[config.mk]
export PLATFORM = sky130hd
export DESIGN_NAME = cluster_ctrl_top
export DESIGN_NICKNAME = d
export VERILOG_FILES = /design/src/source/cluster_ctrl_pkg.sv /design/src/source/axi_lite_regs.sv /design/src/source/ctrl_registers.sv /design/src/source/cluster_ctrl_top.sv
export SDC_FILE = /design/constraint.sdc
export NUM_CORES = 1
export LEC_CHECK = 0
export BUFFER_PORTS_ARGS = -buffer_cell sky130_fd_sc_hd__buf_2
export CORE_UTILIZATION = 53
export DETAILED_ROUTE_END_ITERATION = 8
export PLACE_DENSITY = 0.81
export SYNTH_ARGS = -nofsm -noshare
export SYNTH_HDL_FRONTEND = slang
export SYNTH_SLANG_ARGS = --single-unit
[constraint.sdc]
create_clock -name clk_i -period 2.9 [get_ports clk_i]
set_clock_uncertainty 0.15 [all_clocks]
set_input_delay 0.29 -clock clk_i [delete_from_list [all_inputs] [get_ports clk_i]]
set_output_delay 0.29 -clock clk_i [all_outputs]
set_load 0.02 [all_outputs]
[src/source/cluster_ctrl_pkg.sv]
// cluster control package with bus widths, AXI-Lite channel structs and the eoc word layout
`default_nettype none

package cluster_ctrl_pkg;

  // register and bus data width
  localparam int unsigned DataWidth = 32;
  // one strobe bit per data byte
  localparam int unsigned StrbWidth = DataWidth / 8;
  // byte address space of the control block
  localparam int unsigned AddrWidth = 8;
  // eoc, wake_up, tcdm_start, tcdm_end, num_cores
  localparam int unsigned NumRegs   = 5;

  typedef logic [AddrWidth-1:0] addr_t;
  typedef logic [DataWidth-1:0] data_t;
  typedef logic [StrbWidth-1:0] strb_t;

  // AXI response codes, only the two used by this slave
  typedef logic [1:0] resp_t;
  localparam resp_t RespOkay   = 2'b00;
  localparam resp_t RespSlvErr = 2'b10;

  // master to slave, all five channels flattened
  typedef struct packed {
    addr_t aw_addr;
    logic  aw_valid;
    data_t w_data;
    strb_t w_strb;
    logic  w_valid;
    logic  b_ready;
    addr_t ar_addr;
    logic  ar_valid;
    logic  r_ready;
  } axi_lite_req_t;

  // slave to master
  typedef struct packed {
    logic  aw_ready;
    logic  w_ready;
    logic  b_valid;
    resp_t b_resp;
    logic  ar_ready;
    logic  r_valid;
    data_t r_data;
    resp_t r_resp;
  } axi_lite_resp_t;

  // eoc register, stored as a plain word
  // decoded as return code in the upper bits and valid in bit 0
  typedef union packed {
    data_t raw;
    struct packed {
      logic [DataWidth-2:0] code;
      logic                 valid;
    } fields;
  } eoc_word_u;

endpackage

`default_nettype wire

[src/source/axi_lite_regs.sv]
// generic AXI-Lite register file with byte strobes, read-only bytes and write activity flags
`default_nettype none

module axi_lite_regs
  import cluster_ctrl_pkg::*;
#(
  // total register bytes, a multiple of the word size
  parameter int unsigned                 RegNumBytes  = NumRegs * StrbWidth,
  // one bit per byte, set means the bus cannot write it
  parameter logic [RegNumBytes-1:0]      ReadOnlyMask = '0,
  // value of every byte after reset
  parameter logic [RegNumBytes-1:0][7:0] RegRstVal    = '0
) (
  input  logic                           clk_i,
  input  logic                           reset_i,
  input  axi_lite_req_t                  axi_req_i,
  output axi_lite_resp_t                 axi_resp_o,
  output logic [RegNumBytes-1:0]         wr_active_o,
  output logic [RegNumBytes-1:0][7:0]    reg_q_o
);

  localparam int unsigned NumWords = RegNumBytes / StrbWidth;
  // word index, low two address bits dropped
  localparam int unsigned IdxWidth = AddrWidth - 2;

  typedef logic [IdxWidth-1:0] idx_t;

  // write path
  idx_t  wr_idx;
  logic  wr_hit;
  strb_t wr_ro;
  logic  wr_err;
  logic  wr_fire;
  logic  b_valid_q;
  resp_t b_resp_q;

  // read path
  idx_t  rd_idx;
  logic  rd_hit;
  data_t rd_word;
  logic  rd_fire;
  logic  r_valid_q;
  data_t r_data_q;
  resp_t r_resp_q;

  assign wr_idx = axi_req_i.aw_addr[AddrWidth-1:2];
  assign rd_idx = axi_req_i.ar_addr[AddrWidth-1:2];

  // anything past the last word is outside the map
  assign wr_hit = (wr_idx < idx_t'(NumWords));
  assign rd_hit = (rd_idx < idx_t'(NumWords));

  // read-only bits of the addressed word
  always_comb begin
    wr_ro = '0;
    for (int unsigned w = 0; w < NumWords; w++) begin
      if (wr_idx == idx_t'(w)) begin
        wr_ro = ReadOnlyMask[w*StrbWidth +: StrbWidth];
      end
    end
  end

  // a single strobed read-only byte rejects the whole write
  assign wr_err = !wr_hit || ((wr_ro & axi_req_i.w_strb) != '0);

  // address and data are taken in the same cycle
  // blocked while a write response is still waiting for b_ready
  assign wr_fire = axi_req_i.aw_valid && axi_req_i.w_valid && !b_valid_q;

  // per-byte write enables, also reported to the owner of the map
  always_comb begin
    wr_active_o = '0;
    for (int unsigned i = 0; i < RegNumBytes; i++) begin
      wr_active_o[i] = wr_fire && !wr_err
                       && (wr_idx == idx_t'(i / StrbWidth))
                       && axi_req_i.w_strb[i % StrbWidth];
    end
  end

  // register bytes
  always_ff @(posedge clk_i) begin
    if (reset_i) begin
      reg_q_o <= RegRstVal;
    end else begin
      for (int unsigned i = 0; i < RegNumBytes; i++) begin
        if (wr_active_o[i]) begin
          reg_q_o[i] <= axi_req_i.w_data[8*(i % StrbWidth) +: 8];
        end
      end
    end
  end

  // write response valid, held until b_ready
  always_ff @(posedge clk_i) begin
    if (reset_i) begin
      b_valid_q <= 1'b0;
    end else if (wr_fire) begin
      b_valid_q <= 1'b1;
    end else if (axi_req_i.b_ready) begin
      b_valid_q <= 1'b0;
    end
  end

  always_ff @(posedge clk_i) begin
    if (wr_fire) begin
      b_resp_q <= wr_err ? RespSlvErr : RespOkay;
    end
  end

  // word mux for reads, zero outside the map
  always_comb begin
    rd_word = '0;
    for (int unsigned w = 0; w < NumWords; w++) begin
      if (rd_idx == idx_t'(w)) begin
        rd_word = reg_q_o[w*StrbWidth +: StrbWidth];
      end
    end
  end

  // one read in flight at most
  assign rd_fire = axi_req_i.ar_valid && !r_valid_q;

  always_ff @(posedge clk_i) begin
    if (reset_i) begin
      r_valid_q <= 1'b0;
    end else if (rd_fire) begin
      r_valid_q <= 1'b1;
    end else if (axi_req_i.r_ready) begin
      r_valid_q <= 1'b0;
    end
  end

  // read payload, captured at the ar handshake
  always_ff @(posedge clk_i) begin
    if (rd_fire) begin
      r_data_q <= rd_word;
      r_resp_q <= rd_hit ? RespOkay : RespSlvErr;
    end
  end

  always_comb begin
    // aw and w are accepted together
    // a lone aw_valid or w_valid sees its ready low so neither side fires alone
    axi_resp_o.aw_ready = !b_valid_q && !(axi_req_i.aw_valid && !axi_req_i.w_valid);
    axi_resp_o.w_ready  = !b_valid_q && !(axi_req_i.w_valid && !axi_req_i.aw_valid);
    axi_resp_o.b_valid  = b_valid_q;
    axi_resp_o.b_resp   = b_resp_q;
    axi_resp_o.ar_ready = !r_valid_q;
    axi_resp_o.r_valid  = r_valid_q;
    axi_resp_o.r_data   = r_data_q;
    axi_resp_o.r_resp   = r_resp_q;
  end

endmodule

`default_nettype wire

[src/source/ctrl_registers.sv]
// cluster control register map with eoc decode and per-core wake-up pulse generation
`default_nettype none

module ctrl_registers
  import cluster_ctrl_pkg::*;
#(
  // cores in the cluster, 1 to 32
  parameter int unsigned NumCores     = 8,
  // tightly coupled data memory window
  parameter data_t       TcdmBaseAddr = 32'h1000_0000,
  parameter data_t       TcdmSize     = 32'h0001_0000
) (
  input  logic                 clk_i,
  input  logic                 reset_i,
  input  axi_lite_req_t        axi_lite_req_i,
  output axi_lite_resp_t       axi_lite_resp_o,
  output logic [DataWidth-2:0] eoc_code_o,
  output logic                 eoc_valid_o,
  output logic [NumCores-1:0]  wake_up_o,
  output data_t                tcdm_start_addr_o,
  output data_t                tcdm_end_addr_o,
  output data_t                num_cores_o
);

  localparam int unsigned RegNumBytes = NumRegs * StrbWidth;
  // word index of the wake_up register
  localparam int unsigned WakeUpReg   = 1;

  // memory map, lowest address last
  // 0x00 eoc         rw
  // 0x04 wake_up     rw
  // 0x08 tcdm_start  ro
  // 0x0c tcdm_end    ro
  // 0x10 num_cores   ro
  typedef struct packed {
    data_t     num_cores;
    data_t     tcdm_end;
    data_t     tcdm_start;
    data_t     wake_up;
    eoc_word_u eoc;
  } regs_t;

  localparam logic [NumRegs-1:0][DataWidth-1:0] RegRstVal = {
    data_t'(NumCores),
    TcdmBaseAddr + TcdmSize,
    TcdmBaseAddr,
    data_t'(0),
    data_t'(0)
  };

  // top three words cannot be written from the bus
  localparam logic [NumRegs-1:0][StrbWidth-1:0] ReadOnlyMask = {
    {StrbWidth{1'b1}},
    {StrbWidth{1'b1}},
    {StrbWidth{1'b1}},
    {StrbWidth{1'b0}},
    {StrbWidth{1'b0}}
  };

  logic [RegNumBytes-1:0]      wr_active;
  logic [RegNumBytes-1:0][7:0] reg_q;
  regs_t                       regs;
  // wake_up byte writes, one cycle late
  strb_t                       wake_wr_q;

  axi_lite_regs #(
    .RegNumBytes  (RegNumBytes ),
    .ReadOnlyMask (ReadOnlyMask),
    .RegRstVal    (RegRstVal   )
  ) i_axi_lite_regs (
    .clk_i        (clk_i          ),
    .reset_i      (reset_i        ),
    .axi_req_i    (axi_lite_req_i ),
    .axi_resp_o   (axi_lite_resp_o),
    .wr_active_o  (wr_active      ),
    .reg_q_o      (reg_q          )
  );

  assign regs = regs_t'(reg_q);

  // eoc viewed as code plus valid flag
  assign eoc_code_o  = regs.eoc.fields.code;
  assign eoc_valid_o = regs.eoc.fields.valid;

  assign tcdm_start_addr_o = regs.tcdm_start;
  assign tcdm_end_addr_o   = regs.tcdm_end;
  assign num_cores_o       = regs.num_cores;

  // delay so the decoder sees the word after it has been stored
  // this lines the pulse up with the first b_valid cycle
  always_ff @(posedge clk_i) begin
    if (reset_i) begin
      wake_wr_q <= '0;
    end else begin
      wake_wr_q <= wr_active[WakeUpReg*StrbWidth +: StrbWidth];
    end
  end

  // core index wakes one core, all ones wakes the cluster
  // any other value is dropped
  always_comb begin
    wake_up_o = '0;
    if (wake_wr_q != '0) begin
      if (regs.wake_up == '1) begin
        wake_up_o = '1;
      end else begin
        for (int unsigned c = 0; c < NumCores; c++) begin
          if (regs.wake_up == data_t'(c)) begin
            wake_up_o[c] = 1'b1;
          end
        end
      end
    end
  end

endmodule

`default_nettype wire

[src/source/cluster_ctrl_top.sv]
// cluster control block top level, fixes the cluster configuration around the register map
`default_nettype none

module cluster_ctrl_top
  import cluster_ctrl_pkg::*;
#(
  // eight cores per cluster
  parameter int unsigned NumCores     = 8,
  // 64 KiB of TCDM at the start of the cluster window
  parameter data_t       TcdmBaseAddr = 32'h1000_0000,
  parameter data_t       TcdmSize     = 32'h0001_0000
) (
  input  logic                 clk_i,
  input  logic                 reset_i,
  // AXI-Lite slave port from cores and host
  input  axi_lite_req_t        axi_lite_req_i,
  output axi_lite_resp_t       axi_lite_resp_o,
  // end of computation
  output logic [DataWidth-2:0] eoc_code_o,
  output logic                 eoc_valid_o,
  // one-cycle pulse per core
  output logic [NumCores-1:0]  wake_up_o,
  // memory map constants
  output data_t                tcdm_start_addr_o,
  output data_t                tcdm_end_addr_o,
  output data_t                num_cores_o
);

  // all registers, decode and wake-up logic live here
  ctrl_registers #(
    .NumCores     (NumCores    ),
    .TcdmBaseAddr (TcdmBaseAddr),
    .TcdmSize     (TcdmSize    )
  ) i_ctrl_registers (
    .clk_i             (clk_i            ),
    .reset_i           (reset_i          ),
    .axi_lite_req_i    (axi_lite_req_i   ),
    .axi_lite_resp_o   (axi_lite_resp_o  ),
    .eoc_code_o        (eoc_code_o       ),
    .eoc_valid_o       (eoc_valid_o      ),
    .wake_up_o         (wake_up_o        ),
    .tcdm_start_addr_o (tcdm_start_addr_o),
    .tcdm_end_addr_o   (tcdm_end_addr_o  ),
    .num_cores_o       (num_cores_o      )
  );

endmodule

`default_nettype wire

# Word level (Yosys, flattened, before mapping)
# Index checks and enable logic that the tools add are counted.
# word_totals
out_inout_bits	177
mem_bits_ro	0
mem_count	0
ram_bits	0
latchBits	0
elab_cells	118
inputBits	59
reg_bits	202
# op_classes
reduce_logical	49
eq_ne	16
shifts	0
mux	24
mul	0
order_cmp	2
bitwise_logic	1
add_sub_neg	0
div_mod_pow	0
# op_table
op	count
$mux W32	5
$eq A32 B3 Y1 const B	4
$eq A32 B2 Y1 const B	2
$logic_and A1 B1 Y1	33
$eq A32 B1 Y1 const B	1
$eq A32 B32 Y1 const B	1
$logic_not A32 Y1	1
$eq A6 B2 Y1 const B	4
$mux W8	2
$eq A6 B1 Y1 const B	2
$eq A6 B3 Y1 const B	2
$logic_not A6 Y1	2
$lt A6 B3 Y1 const B	2
$mux W1	12
$mux W4	3
$logic_not A1 Y1	8
$reduce_bool A4 Y1	2
$and A4 B4 Y4	1
$mux W2	2
$reduce_bool A2 Y1	2
$logic_or A1 B1 Y1	1

# Longest topological paths before layout
# Gate-level depths: netlist (run 1).
# logic_depth
ltp_word	11
ltp_mapped	7

# Hierarchy
# From an unflattened synthesis (run 1), not the netlist that was laid out.
# hier_totals
cells_unflattened	724
area_unflattened_um2	8295.5
# by_module_without_submodules
mod	seq_area_each_um2	cells_each	area_each_um2	n_inst
axi_lite_regs	4264.1	666	7866.3	1
ctrl_registers	80.1	58	429.2	1

# Worst setup path after synthesis (run 1)
# Ideal clock, no wire load.
# synth_path
path_kind	flip-flop to flip-flop
from	reg i_ctrl_registers.i_axi_lite_regs.r_valid_q
to	reg i_ctrl_registers.i_axi_lite_regs.r_data_q[0] (enable)
stages_incl_launch_ff	2
required_ns	2.323
t_arrival_ns	1.829
synth_period_minus_slack_ns	2.406
path_slack_ns	0.494
cell_sequence	dfxtp_1 nor2b_1
# synth_via
elab_chain_len	2
# synth_rtl
item	line	source
start: declaration	axi_lite_regs.sv:42	logic r_valid_q;
start signal: assignment	axi_lite_regs.sv:125	r_valid_q <= 1'b0;
start signal: assignment	axi_lite_regs.sv:127	r_valid_q <= 1'b1;
start signal: assignment	axi_lite_regs.sv:129	r_valid_q <= 1'b0;
$logic_not A1 Y1	axi_lite_regs.sv:121	assign rd_fire = axi_req_i.ar_valid && !r_valid_q;
$logic_and A1 B1 Y1	axi_lite_regs.sv:121	
via i_ctrl_registers.i_axi_lite_regs.rd_fire	axi_lite_regs.sv:41	logic rd_fire;
end signal: assignment	axi_lite_regs.sv:136	r_data_q <= rd_word;
end: declaration	axi_lite_regs.sv:43	data_t r_data_q;
# The timed path passes the listed nets, and every way through them passes these cells.
# A chain may end at the register's enable or synchronous reset.

# Worst setup path after layout (run 1)
# layout_path
from	reg i_ctrl_registers.i_axi_lite_regs.reg_q_o[59] (netlist bit)
to	out wake_up_o[6]
# layout_via
elab_chain_len	4
word_cells_on_any_way	5
# layout_rtl
item	line	source
start: declaration	axi_lite_regs.sv:19	output logic [RegNumBytes-1:0][7:0] reg_q_o
start signal: assignment	axi_lite_regs.sv:83	reg_q_o <= RegRstVal;
start signal: indexed assignment	axi_lite_regs.sv:87	reg_q_o[i] <= axi_req_i.w_data[8*(i % StrbWidth) +: 8];
$eq A32 B3 Y1	ctrl_registers.sv:108	if (regs.wake_up == data_t'(c)) begin
$mux W1	ctrl_registers.sv:108	
$mux W8 (*)	ctrl_registers.sv:104	if (regs.wake_up == '1) begin
$mux W8 (*)	ctrl_registers.sv:103	if (wake_wr_q != '0) begin
end: declaration	cluster_ctrl_top.sv:22	output logic [NumCores-1:0] wake_up_o,
# Every way passes the cells marked *; elsewhere a longest branch is shown, timed or not.

==> results.rst, run 1 <==
.. list-table::
   :header-rows: 1

   * - Metric
     - Value
   * - CP max stage delay
     - 0.60 ns
   * - Root buffer cell
     - sky130_fd_sc_hd__clkbuf_16
   * - WL final
     - 20.3 mm
   * - Cell count after synthesis
     - 830
   * - Slowest stage cell, crit path
     - sky130_fd_sc_hd__or4_4
   * - Post-Syn Area
     - 8630 um^2
   * - CP arrival
     - 2.30 ns
   * - Critical Path, Cell by Cell
     - nor4_2 > nand4_1 > or4_4 > o21ai_1 > buf_2
   * - F_max
     - 365 MHz
   * - Worst skew pair latency
     - 0.43 ns
   * - Min Clock Period, post-route
     - 2.74 ns
   * - First-pass GRT wire length
     - 30.3 mm
   * - Dominant register cell in the synthesized netlist
     - sky130_fd_sc_hd__dfxtp_1
   * - Commonest non-fill, non-tap cell in the layout
     - sky130_fd_sc_hd__buf_2
   * - Hold depth
     - 3
   * - Number of antenna violations at the first check in global routing
     - 0
   * - Class of the most critical setup path
     - reg -> out
   * - Number of failing setup endpoints in the final timing report
     - 0
   * - Die height
     - 130 um
   * - Detailed Route Iter0 Violations
     - 369
   * - Total core area
     - 15,900 um^2
   * - Part of the Yosys area used for sequential elements
     - 50.4%
   * - Drt wl/cell
     - 17.2 um
   * - Worst slew slack as a fraction of its limit
     - 27.2%
   * - HP Class
     - in -> reg
   * - Type of element capturing the critical path
     - output port
   * - Total Die Area
     - 16,800 um^2
   * - Number of distinct library cells after synthesis
     - 39
   * - Unrepaired setup endpoints after global routing
     - false
   * - HPWL reported at the end of detailed placement
     - 14.3 mm
   * - Syn-to-layout area delta
     - 15.2%
   * - Worst r2r dst
     - i_ctrl_registers.i_axi_lite_regs.reg_q_o[42]
   * - Count of nets after finishing
     - 1,008
   * - Count of maximum capacitance violations
     - 0
   * - Static leakage
     - 4.71 nW
   * - Vias in the first global route
     - 5,434
   * - Slew at the pin closest to its max-slew limit
     - 1.09 ns
   * - Share of post-route cells with drive strength above 1
     - 30.4%
   * - Clock sink total
     - 200
   * - Total power
     - 0.00558 W
   * - Clock transition at path regs
     - 0.07 ns
   * - Logic depth of the worst register-to-register path
     - 4
   * - Global placer's final weighted congestion
     - 0.753
   * - Fraction of the cycle the final worst path needs
     - 94.5%
   * - Synthesized flop and latch total
     - 200
   * - Via count
     - 6,024
   * - Avg Cell Area, Syn
     - 10.4 um^2
   * - P per Cell Area
     - 561 nW/um^2
   * - Share of flip-flops with an asynchronous set or reset after synthesis
     - 0%
   * - Hold Fails Final Rpt
     - 0
   * - Global-route usage over all layers
     - 24.0%
   * - Max H-tree Level
     - 4
   * - Commonest cells after routing, fill and taps aside
     - sky130_fd_sc_hd__buf_2, sky130_fd_sc_hd__dfxtp_1, sky130_fd_sc_hd__nor2b_1
   * - Via-per-instance ratio
     - 5.11
   * - Beginning of the worst hold path
     - axi_lite_req_i[1]
   * - Starting density of the core
     - 54.3%
   * - Peak ir drop on the vdd network
     - 0.000414 V
   * - Number of cell rows
     - 46
   * - Detail Route Antenna Nets
     - 0
   * - Total CTS buffers
     - 17
   * - Pin count of the biggest net entering global routing
     - 60
   * - Total DRC errors in the routed layout
     - 0
   * - Worst Hold End
     - i_ctrl_registers.i_axi_lite_regs.r_valid_q
   * - Maximum number of buffers from clock root to sink
     - 2
   * - First-pass detailed-route iteration total
     - 7
   * - Worst setup slack for register-to-register paths
     - 0.80 ns
   * - PortBufs
     - 229
   * - Startpoint type of the worst setup path
     - flop
   * - Top Ports
     - 236
   * - Peak fanout along the critical path
     - 4
   * - Number of synthesized flops with an enable pin
     - 34
   * - Synth warnings
     - 0
   * - Die W
     - 130 um
   * - CP Data Required Time
     - 2.46 ns
   * - Total negative slack
     - 0 ns
   * - TritonCTS clock tree
     - built
   * - Reg2Reg Launch Point
     - i_ctrl_registers.i_axi_lite_regs.b_valid_q
   * - Number of slew-limit violations in the final report
     - 0
   * - Count of antenna diodes in the layout
     - 0
   * - Outcome
     - complete, no violations
   * - Grt ovf
     - 0
-- cells by family (layout without fill, tap and decap cells) --
| group | count (synthesis) | count (layout) | synth area share (%) |
|---|---|---|---|
| multiplexers | 96 | 96 | 11.8 |
| other | 1 | 2 | 0.0435 |
| flip-flops | 200 | 200 | 50.4 |
| AND/OR/NAND/NOR | 280 | 280 | 17.4 |
| buffers and inverters | 178 | 309 | 13.9 |
| AO/OA/AOI/OAI | 75 | 75 | 6.59 |
-- metal layers --
layer  up-vias  track usage [%]  wire, um
met3        22             4.17      1040
met2       217             36.5      9250
met5         -                0         0
met4         0             7.93       371
li1       2951                -         -
met1      2834             34.5      9620
-- cell usage after synthesis (9+ instances only) --
cell	instances	share of area, %
sky130_fd_sc_hd__nand4_1	9	0.65
sky130_fd_sc_hd__buf_4	132	11
sky130_fd_sc_hd__nand2_1	58	2.5
sky130_fd_sc_hd__nor2_1	73	3.2
sky130_fd_sc_hd__edfxtp_1	34	12
sky130_fd_sc_hd__nor2b_1	95	6.9
sky130_fd_sc_hd__o2bb2ai_1	28	2.8
sky130_fd_sc_hd__mux2i_1	92	11
sky130_fd_sc_hd__dfxtp_1	166	39
sky130_fd_sc_hd__a22oi_1	28	2.4
sky130_fd_sc_hd__clkbuf_1	25	1.1
-- registers in the layout, summed over array words and instances (netlist names) --
name                                        flops
i_ctrl_registers.i_axi_lite_regs.r_resp_q       1
i_ctrl_registers.wake_wr_q                      4
i_ctrl_registers.i_axi_lite_regs.r_data_q      32
i_ctrl_registers.i_axi_lite_regs.b_valid_q      1
i_ctrl_registers.i_axi_lite_regs.r_valid_q      1
i_ctrl_registers.i_axi_lite_regs.b_resp_q       1
i_ctrl_registers.i_axi_lite_regs.reg_q_o      160
-- what timing repair did --
action,CTS,global route
gates resized for setup,0,2
hold endpoints to repair,66,0
setup buffers,0,0
endpoints found under the setup margin,0,2
hold buffers,34,0
-- metrics by stage --
step           hold slack (ns)  util (%)  cell area [um^2]  setup WS [ns]  cells
2_1_floorplan            0.239         -              8630          0.494    831
3_3_place_gp             0.298      56.6              8990          0.573   1112
3_5_place_dp             0.310      56.6              8990          0.572   1112
4_1_cts                0.00654      62.5              9930          0.100   1178
5_1_grt                0.00687      62.6              9940         0.0751   1178
6_report                0.0130      62.6              9940          0.158   1178
-- worst max-delay path: cells and delay by family, from the launching register on --
kind	cells	cell delay, ns
AND/OR/NAND/NOR	3	1.18
flip-flops	1	0.35
buffers and inverters	1	0.18
AO/OA/AOI/OAI	1	0.16
-- layout make-up --
type	count	area, um^2
Fill cell	1321	5950
Sequential cell	200	4340
Multi-Input combinational cell	453	3120
Timing Repair Buffer	273	1590
Clock buffer	19	433
Tap cell	216	270
Clock inverter	13	168
Inverter	4	15.0
-- where the power goes --
group / internal, W / switching, W / total, W / leakage, nW
clock network: 0.00137 / 0.00107 / 0.00243 / 0.282
registers: 0.00284 / 0.00000936 / 0.00285 / 1.67
logic: 0.000111 / 0.000180 / 0.000291 / 2.76
total: 0.00432 / 0.00126 / 0.00558 / 4.71
-- worst max-delay path by stage --
stage	startpoint	to	slack (ns)	cells past startpoint
detailed placement	axi_lite_req_i[9]	i_ctrl_registers.i_axi_lite_regs.r_data_q[20]	0.57	5
finish	i_ctrl_registers.i_axi_lite_regs.reg_q_o[59]	wake_up_o[6]	0.16	5
CTS	i_ctrl_registers.i_axi_lite_regs.reg_q_o[59]	wake_up_o[6]	0.10	5
global placement	i_ctrl_registers.i_axi_lite_regs.reg_q_o[63]	wake_up_o[6]	0.57	5
global route	i_ctrl_registers.i_axi_lite_regs.reg_q_o[47]	wake_up_o[5]	0.08	5
floorplan	i_ctrl_registers.i_axi_lite_regs.r_valid_q	i_ctrl_registers.i_axi_lite_regs.r_data_q[0]	0.49	1
Power figures use the tool's default switching activity.
==> run 2: changes to the inputs <==
--- a/config.mk
+++ b/config.mk
@@ -6,6 +6,7 @@
 export NUM_CORES = 1
 export LEC_CHECK = 0
 export BUFFER_PORTS_ARGS = -buffer_cell sky130_fd_sc_hd__buf_2
+export CORE_ASPECT_RATIO = 0.5
 export CORE_UTILIZATION = 53
 export DETAILED_ROUTE_END_ITERATION = 8
 export PLACE_DENSITY = 0.81
==> run 2 against run 1 <==
First-iteration DRC count up 7.0%; flip-flop and latch count unchanged; non-clock buffer count down 2; largest cell class unchanged; total power is 4.3% lower; utilization increased by 0.48 points; register-to-register slack barely moved; setup slack worse by 0.057 ns; via count up 0.23%.
==> results.rst, run 2 (synthesized netlist as in run 1, its figures left out) <==
.. list-table::
   :header-rows: 1

   * - Metric
     - Value
   * - Clock sink total
     - 200 (unchanged)
   * - Number of failing setup endpoints in the final timing report
     - 0 (unchanged)
   * - Class of the most critical setup path
     - reg -> out
   * - Total negative slack
     - 0 ns (unchanged)
   * - HP Class
     - in -> reg
   * - CP Data Required Time
     - 2.46 ns (about the same)
   * - CP max stage delay
     - 0.62 ns (+0.02 ns)
   * - Critical Path, Cell by Cell
     - nor4_1 > nand4_1 > or4_4 > o21ai_1 > buf_2
   * - Peak fanout along the critical path
     - 4 (unchanged)
   * - Core occupancy in the finished layout
     - 63.1% (+0.48 points)
   * - Die W
     - 182 um (+41%)
   * - Logic depth of the worst register-to-register path
     - 4 (unchanged)
   * - First-pass GRT wire length
     - 31.5 mm (+4.0%)
   * - Number of slew-limit violations in the final report
     - 0 (unchanged)
   * - Cell area after placement
     - 9020 um^2 (+0.38%)
   * - Slew at the pin closest to its max-slew limit
     - 0.775 ns (-0.317 ns)
   * - Via-per-instance ratio
     - 5.11 (about the same)
   * - Post-cts resize count
     - 0 (unchanged)
   * - Worst skew pair latency
     - 0.41 ns (-0.02 ns)
   * - Min Clock Period, post-route
     - 2.80 ns (+0.0572 ns)
   * - Post CTS Setup Buffer Count
     - 0 (unchanged)
   * - Global-route usage over all layers
     - 24.6% (+0.65 points)
   * - Worst r2r dst
     - i_ctrl_registers.i_axi_lite_regs.reg_q_o[41]
   * - Commonest cells after routing, fill and taps aside
     - sky130_fd_sc_hd__buf_2, sky130_fd_sc_hd__dfxtp_1, sky130_fd_sc_hd__nor2b_1
   * - Die height
     - 92.2 um (-29%)
   * - Storage cell area
     - 4340 um^2 (unchanged)
   * - Non-filler cells in the finished layout
     - 1,181 (+0.25%)
   * - Reg2Reg Launch Point
     - i_ctrl_registers.i_axi_lite_regs.b_valid_q
   * - Fraction of the cycle the final worst path needs
     - 96.5% (+2.0 points)
   * - Hold Fails Final Rpt
     - 0 (unchanged)
   * - Max H-tree Level
     - 4 (unchanged)
   * - Total power
     - 0.00534 W (-4.3%)
   * - Count of maximum capacitance violations
     - 0 (unchanged)
   * - Top Ports
     - 236 (unchanged)
   * - Startpoint type of the worst setup path
     - flop
   * - Starting density of the core
     - 55.1% (+0.80 points)
   * - Clock transition at path regs
     - 0.07 ns (about the same)
   * - Commonest non-fill, non-tap cell in the layout
     - sky130_fd_sc_hd__buf_2
   * - Final design area excluding fillers
     - 9870 um^2 (-0.69%)
   * - Number of cell rows
     - 32 (-30%)
   * - Grt ovf
     - 0 (unchanged)
   * - Total DRC errors in the routed layout
     - 0 (unchanged)
   * - Fillers
     - 1,330 (+0.68%)
   * - Drt wl/cell
     - 17.4 um (+1.2%)
   * - Worst slew slack as a fraction of its limit
     - 48.3% (+21 points)
   * - Peak ir drop on the vdd network
     - 0.000445 V (+7.5%)
   * - TritonCTS clock tree
     - built
   * - Beginning of the worst hold path
     - axi_lite_req_i[27]
   * - Count of antenna diodes in the layout
     - 0 (unchanged)
   * - Detail Route Antenna Nets
     - 0 (unchanged)
   * - Number of antenna violations at the first check in global routing
     - 0 (unchanged)
   * - Total placed cells including tap cells
     - 1,119 (+0.63%)
   * - CP arrival
     - 2.36 ns (+0.06 ns)
   * - Share of post-route cells with drive strength above 1
     - 30.4% (+0.063 points)
   * - Register bank with the most flops
     - i_ctrl_registers.i_axi_lite_regs.reg_q_o
   * - Vias in the first global route
     - 5,582 (+2.7%)
   * - Total area of multi-input combinational cells
     - 3110 um^2 (-0.40%)
   * - PortBufs
     - 229 (unchanged)
   * - Worst setup startpoint
     - i_ctrl_registers.i_axi_lite_regs.reg_q_o[63]
   * - Slowest stage cell, crit path
     - sky130_fd_sc_hd__or4_4
   * - Largest registers
     - i_ctrl_registers.i_axi_lite_regs.reg_q_o (160), i_ctrl_registers.i_axi_lite_regs.r_data_q (32), i_ctrl_registers.wake_wr_q (4)
   * - Worst Setup EP
     - wake_up_o[2]
   * - Syn-to-layout area delta
     - 14.4%
   * - Outcome
     - complete, no violations
   * - Total core area
     - 15,700 um^2 (-1.4%)
   * - Count of nets after finishing
     - 1,006 (-0.20%)
   * - P per Cell Area
     - 541 nW/um^2 (-3.6%)
   * - Pin count of the biggest net entering global routing
     - 58 (-3.3%)
   * - Total CTS buffers
     - 17 (unchanged)
   * - Maximum number of buffers from clock root to sink
     - 2 (unchanged)
   * - Global placer's final weighted congestion
     - 0.867 (+15%)
   * - Type of element capturing the critical path
     - output port
   * - Worst setup slack for register-to-register paths
     - 0.80 ns (about the same)
   * - F_max
     - 357 MHz (-2.0%)
   * - Via count
     - 6,038 (+0.23%)
   * - First-pass detailed-route iteration total
     - 5 (-2)
   * - Max FFs per register
     - 160 (unchanged)
   * - Unrepaired setup endpoints after global routing
     - false
   * - Static leakage
     - 4.68 nW (-0.55%)
   * - Total of hold buffers inserted after clock tree synthesis
     - 30 (-12%)
   * - WL final
     - 20.6 mm (+1.5%)
   * - Detailed Route Iter0 Violations
     - 395 (+7.0%)
   * - Total Die Area
     - 16,800 um^2 (+0.18%)
   * - Root buffer cell
     - sky130_fd_sc_hd__clkbuf_16
   * - HPWL reported at the end of detailed placement
     - 14.8 mm (+4.0%)
==> run 2: layer usage <==
metal | vias up | routed length, um | global-route usage (%) | share of wire, %
met5 | - | 0 | 0 | 0
met4 | 0 | 112 | 4.83 | 0.54
met3 | 6 | 1060 | 3.14 | 5.2
met2 | 197 | 8970 | 36.5 | 44
met1 | 2901 | 10400 | 38.0 | 51
li1 | 2934 | - | - | -
==> run 2: worst max-delay path, delay by kind of cell, from the launching register on <==
family                 cells  cell delay [ns]
AOI/OAI and AO/OA          1             0.16
buffers and inverters      1             0.18
DFF                        1             0.33
and+or+nand+nor            3             1.27
==> run 2: worst min-delay path by stage <==
stage / depth (start not counted) / endpoint / slack, ns
floorplan: 1 / i_ctrl_registers.i_axi_lite_regs.r_valid_q / 0.24
global placement: 1 / i_ctrl_registers.i_axi_lite_regs.reg_q_o[131] / 0.30
detailed placement: 1 / i_ctrl_registers.i_axi_lite_regs.reg_q_o[92] / 0.31
CTS: 3 / i_ctrl_registers.i_axi_lite_regs.reg_q_o[17] / 0.002
global route: 3 / i_ctrl_registers.i_axi_lite_regs.r_valid_q / 0.02
finish: 3 / i_ctrl_registers.i_axi_lite_regs.reg_q_o[11] / 0.02
==> run 2: final cells by class <==
cell class / count / share of cell area (%)
inverter: 4 / 0.152
sequential: 200 / 44.0
clock buffer: 20 / 4.63
multi-input combinational: 453 / 31.5
tap: 221 / 2.80
clock inverter: 12 / 0.951
timing repair buffer: 271 / 16.0
==> run 2: metrics by stage <==
| stage | hold WS (ns) | worst slack [ns] |
|---|---|---|
| detailed placement | 0.306 | 0.593 |
| global route | 0.0192 | 0.0604 |
| floorplan | 0.239 | 0.494 |
| CTS | 0.00209 | 0.134 |
| finish | 0.0176 | 0.101 |
| global placement | 0.299 | 0.617 |
==> run 2: power breakdown <==
group	internal (W)	switching (W)	total, W
clock network	0.00116	0.00104	0.00220
registers	0.00284	0.00000912	0.00285
logic	0.000110	0.000180	0.000290
==> run 3: changes to the inputs <==
--- a/config.mk
+++ b/config.mk
@@ -5,11 +5,13 @@
 export SDC_FILE = /design/constraint.sdc
 export NUM_CORES = 1
 export LEC_CHECK = 0
+export ABC_AREA = 1
 export BUFFER_PORTS_ARGS = -buffer_cell sky130_fd_sc_hd__buf_2
 export CORE_ASPECT_RATIO = 0.5
 export CORE_UTILIZATION = 53
 export DETAILED_ROUTE_END_ITERATION = 8
-export PLACE_DENSITY = 0.81
+export GPL_TIMING_DRIVEN = 0
+export PLACE_DENSITY = 0.8
 export SYNTH_ARGS = -nofsm -noshare
 export SYNTH_HDL_FRONTEND = slang
 export SYNTH_SLANG_ARGS = --single-unit
==> run 3 against run 2 <==
Area after synthesis grew 7.9%; critical path depth is 4 higher; utilization up 4.6 points; via count increased by 37%; worst hold slack got worse by 0.0077 ns; sequential power about the same; clock-buffer cell count shrank 2; final cell count increased by 44%; total power increased by 4.4%; design area increased by 15%; critical path type unchanged.
==> results.rst, run 3 <==
.. list-table::
   :header-rows: 1

   * - Metric
     - Value
   * - Number of cell rows
     - 33 (+3.1%)
   * - Vias in the first global route
     - 7,528 (+35%)
   * - Most frequently used cell type in the post-synthesis netlist
     - sky130_fd_sc_hd__nor2_1
   * - Fillers
     - 1,455 (+9.4%)
   * - Total of hold buffers inserted after clock tree synthesis
     - 0 (-100%)
   * - Worst slew slack as a fraction of its limit
     - 41.9% (-6.4 points)
   * - Class of the most critical setup path
     - reg -> out
   * - Max H-tree Level
     - 4 (unchanged)
   * - Global-route usage over all layers
     - 28.8% (+4.2 points)
   * - Total CTS buffers
     - 17 (unchanged)
   * - Dominant register cell in the synthesized netlist
     - sky130_fd_sc_hd__dfxtp_1
   * - Minimum setup slack in the final design
     - 0.269 ns (+0.168 ns)
   * - HPWL reported at the end of detailed placement
     - 19.6 mm (+32%)
   * - Max FFs per register
     - 160 (unchanged)
   * - Grt ovf
     - 0 (unchanged)
   * - Total placed cells including tap cells
     - 1,667 (+49%)
   * - Count of antenna diodes in the layout
     - 0 (unchanged)
   * - Startpoint type of the worst setup path
     - flop
   * - Register bank with the most flops
     - i_ctrl_registers.i_axi_lite_regs.reg_q_o
   * - Type of element capturing the critical path
     - output port
   * - Number of slew-limit violations in the final report
     - 0 (unchanged)
   * - Number of antenna violations at the first check in global routing
     - 0 (unchanged)
   * - Share of flip-flops with an asynchronous set or reset after synthesis
     - 0% (unchanged)
   * - Critical Path, Cell by Cell
     - nand2_1 > nor2_1 > nand2_1 > nor3_1 > nand3_1 > inv_1 > nor2_1 > nor2_1 > buf_2
   * - Syn-to-layout area delta
     - 21.7%
   * - Core occupancy in the finished layout
     - 67.6% (+4.6 points)
   * - Total negative slack
     - 0 ns (unchanged)
   * - Wire length on met3
     - 1.83 mm (+72%)
   * - Commonest non-fill, non-tap cell in the layout
     - sky130_fd_sc_hd__nor2_1
   * - Number of failing setup endpoints in the final timing report
     - 0 (unchanged)
   * - Post-cts resize count
     - 0 (unchanged)
   * - P per Cell Area
     - 492 nW/um^2 (-9.1%)
   * - Largest registers
     - i_ctrl_registers.i_axi_lite_regs.reg_q_o (160), i_ctrl_registers.i_axi_lite_regs.r_data_q (32), i_ctrl_registers.wake_wr_q (4)
   * - Synthesized flop and latch total
     - 200 (unchanged)
   * - HP Class
     - in -> reg
   * - Total Die Area
     - 18,100 um^2 (+7.8%)
   * - Worst-case setup slack after placement
     - 0.691 ns (+0.0980 ns)
   * - Total power
     - 0.00557 W (+4.4%)
   * - Peak ir drop on the vdd network
     - 0.000426 V (-4.2%)
   * - Synth warnings
     - 0 (unchanged)
   * - CP max stage delay
     - 0.39 ns (-0.23 ns)
   * - WL final
     - 25.8 mm (+25%)
   * - Cell count after synthesis
     - 1,214 (+46%)
   * - CP arrival
     - 2.19 ns (-0.17 ns)
   * - DR WL met2
     - 11.5 mm (+28%)
   * - Top cells by count, synth
     - sky130_fd_sc_hd__nor2_1, sky130_fd_sc_hd__inv_1, sky130_fd_sc_hd__dfxtp_1
   * - Worst skew pair latency
     - 0.44 ns (+0.03 ns)
   * - Outcome
     - complete, no violations
   * - Global placer's final weighted congestion
     - 0.908 (+4.6%)
   * - Total area of multi-input combinational cells
     - 2970 um^2 (-4.4%)
   * - Post-Syn Area
     - 9310 um^2 (+7.9%)
   * - Die W
     - 189 um (+3.9%)
   * - Drt wl/cell
     - 15.2 um (-13%)
   * - Clock transition at path regs
     - 0.08 ns (about the same)
   * - Detailed Route Iter0 Violations
     - 631 (+60%)
   * - Clock sink total
     - 200 (unchanged)
   * - Non-filler cells in the finished layout
     - 1,700 (+44%)
   * - Total DRC errors in the routed layout
     - 0 (unchanged)
   * - Detail Route Antenna Nets
     - 0 (unchanged)
   * - Pin count of the biggest net entering global routing
     - 35 (-40%)
   * - Fraction of the cycle the final worst path needs
     - 90.7% (-5.8 points)
   * - Count of nets after finishing
     - 1,519 (+51%)
   * - Maximum number of buffers from clock root to sink
     - 2 (unchanged)
   * - Post CTS Setup Buffer Count
     - 0 (unchanged)
   * - Library cell with the largest summed area after synthesis
     - sky130_fd_sc_hd__dfxtp_1
   * - Commonest cells after routing, fill and taps aside
     - sky130_fd_sc_hd__nor2_1, sky130_fd_sc_hd__buf_2, sky130_fd_sc_hd__inv_1
   * - Top Ports
     - 236 (unchanged)
   * - Slowest stage cell, crit path
     - sky130_fd_sc_hd__dfxtp_1
   * - Most area-consuming cells after synthesis
     - sky130_fd_sc_hd__dfxtp_1, sky130_fd_sc_hd__edfxtp_1, sky130_fd_sc_hd__buf_4
   * - Peak fanout along the critical path
     - 5 (+1)
   * - Share of post-route cells with drive strength above 1
     - 30.4% (about the same)
   * - Wl on met1
     - 12.0 mm (+15%)
   * - Dominant cell type by count on the critical path
     - sky130_fd_sc_hd__nor2_1
   * - Min Clock Period, post-route
     - 2.63 ns (-0.168 ns)
   * - TritonCTS clock tree
     - built
   * - First-pass detailed-route iteration total
     - 6 (+1)
   * - Total core area
     - 16,800 um^2 (+7.1%)
   * - Highest routing layer actually used
     - met4
   * - Static leakage
     - 5.38 nW (+15%)
   * - Unrepaired setup endpoints after global routing
     - false
   * - F_max
     - 380 MHz (+6.4%)
   * - Die height
     - 95.7 um (+3.8%)
   * - PortBufs
     - 225 (-1.7%)
   * - Count of maximum capacitance violations
     - 0 (unchanged)
   * - Storage cell area
     - 4340 um^2 (unchanged)
   * - Via-per-instance ratio
     - 4.86 (-4.9%)
   * - Root buffer cell
     - sky130_fd_sc_hd__clkbuf_16
   * - Hold Fails Final Rpt
     - 0 (unchanged)
   * - Number of synthesized flops with an enable pin
     - 34 (unchanged)
   * - Starting density of the core
     - 55.5% (+0.45 points)
   * - Part of the Yosys area used for sequential elements
     - 46.7% (-3.7 points)
   * - First-pass GRT wire length
     - 39.4 mm (+25%)
   * - Via count
     - 8,264 (+37%)
   * - Avg Cell Area, Syn
     - 7.67 um^2 (-26%)
   * - Slew at the pin closest to its max-slew limit
     - 0.870 ns (+0.0947 ns)
   * - Number of distinct library cells after synthesis
     - 29 (-26%)
   * - Proportion of netlist area held by the largest area contributor
     - 35.7% (-2.8 points)
   * - CP Data Required Time
     - 2.46 ns (about the same)
[run 3: cell types whose count changed after synthesis, sizes merged, moves of 87 or more]
cell / previous run / this run
mux2i: 92 / 0
inv: 4 / 177
nand3: 4 / 136
nor2b: 95 / 0
nor2: 73 / 272
nand2: 58 / 145
[run 3: power by group]
group          internal [W]  switching, W
logic             0.0000963      0.000209
registers           0.00284    0.00000959
clock network       0.00118       0.00124
[run 3: cell families (layout without fill, tap and decap cells)]
| logic type | Yosys count | in the layout | share of synthesized area, % |
|---|---|---|---|
| AND/OR/NAND/NOR | 583 | 583 | 27.7 |
| buffers and inverters | 357 | 615 | 21.5 |
| flip-flops | 200 | 200 | 46.7 |
| AO/OA/AOI/OAI | 73 | 73 | 4.18 |
| other | 1 | 2 | 0.0403 |
[run 3: path summary, 6_finish.rpt]
kind,cells past startpoint,slack [ns],start,end
worst max-delay path,9,0.27,i_ctrl_registers.i_axi_lite_regs.reg_q_o[58],wake_up_o[2]
worst min-delay path,4,0.01,axi_lite_req_i[10],i_ctrl_registers.i_axi_lite_regs.b_valid_q
worst max register to register,7,1.08,i_ctrl_registers.i_axi_lite_regs.b_valid_q,i_ctrl_registers.i_axi_lite_regs.reg_q_o[20]
worst min register to register,2,0.29,i_ctrl_registers.i_axi_lite_regs.reg_q_o[105],i_ctrl_registers.i_axi_lite_regs.reg_q_o[105]
[run 3: area by class of cell]
type	instances	area share [%]
Sequential cell	200	38.3
Clock buffer	18	3.79
Buffer	179	11.7
Inverter	178	5.91
Timing Repair Buffer	226	9.98
Clock inverter	14	1.56
Multi-Input combinational cell	658	26.2
Tap cell	227	2.51
[run 3: layer usage]
| metal | up-vias | track usage (%) |
|---|---|---|
| met5 | - | 0 |
| met4 | 0 | 8.80 |
| met3 | 46 | 3.79 |
| met2 | 324 | 46.3 |
| met1 | 3789 | 40.7 |
| li1 | 4105 | - |
[run 3: per-stage QoR]
stage               instance area, um^2  hold slack (ns)
global route                      11300           0.0333
CTS                               11300          0.00823
floorplan                          9320            0.267
global placement                  10700            0.276
finish                            11300          0.00991
detailed placement                10700            0.277
[run 3: worst max-delay path: cells and delay by family (launching register included)]
kind | cells | cell delay, ns
flops | 1 | 0.39
simple gates | 7 | 1.02
buf+inv | 2 | 0.35
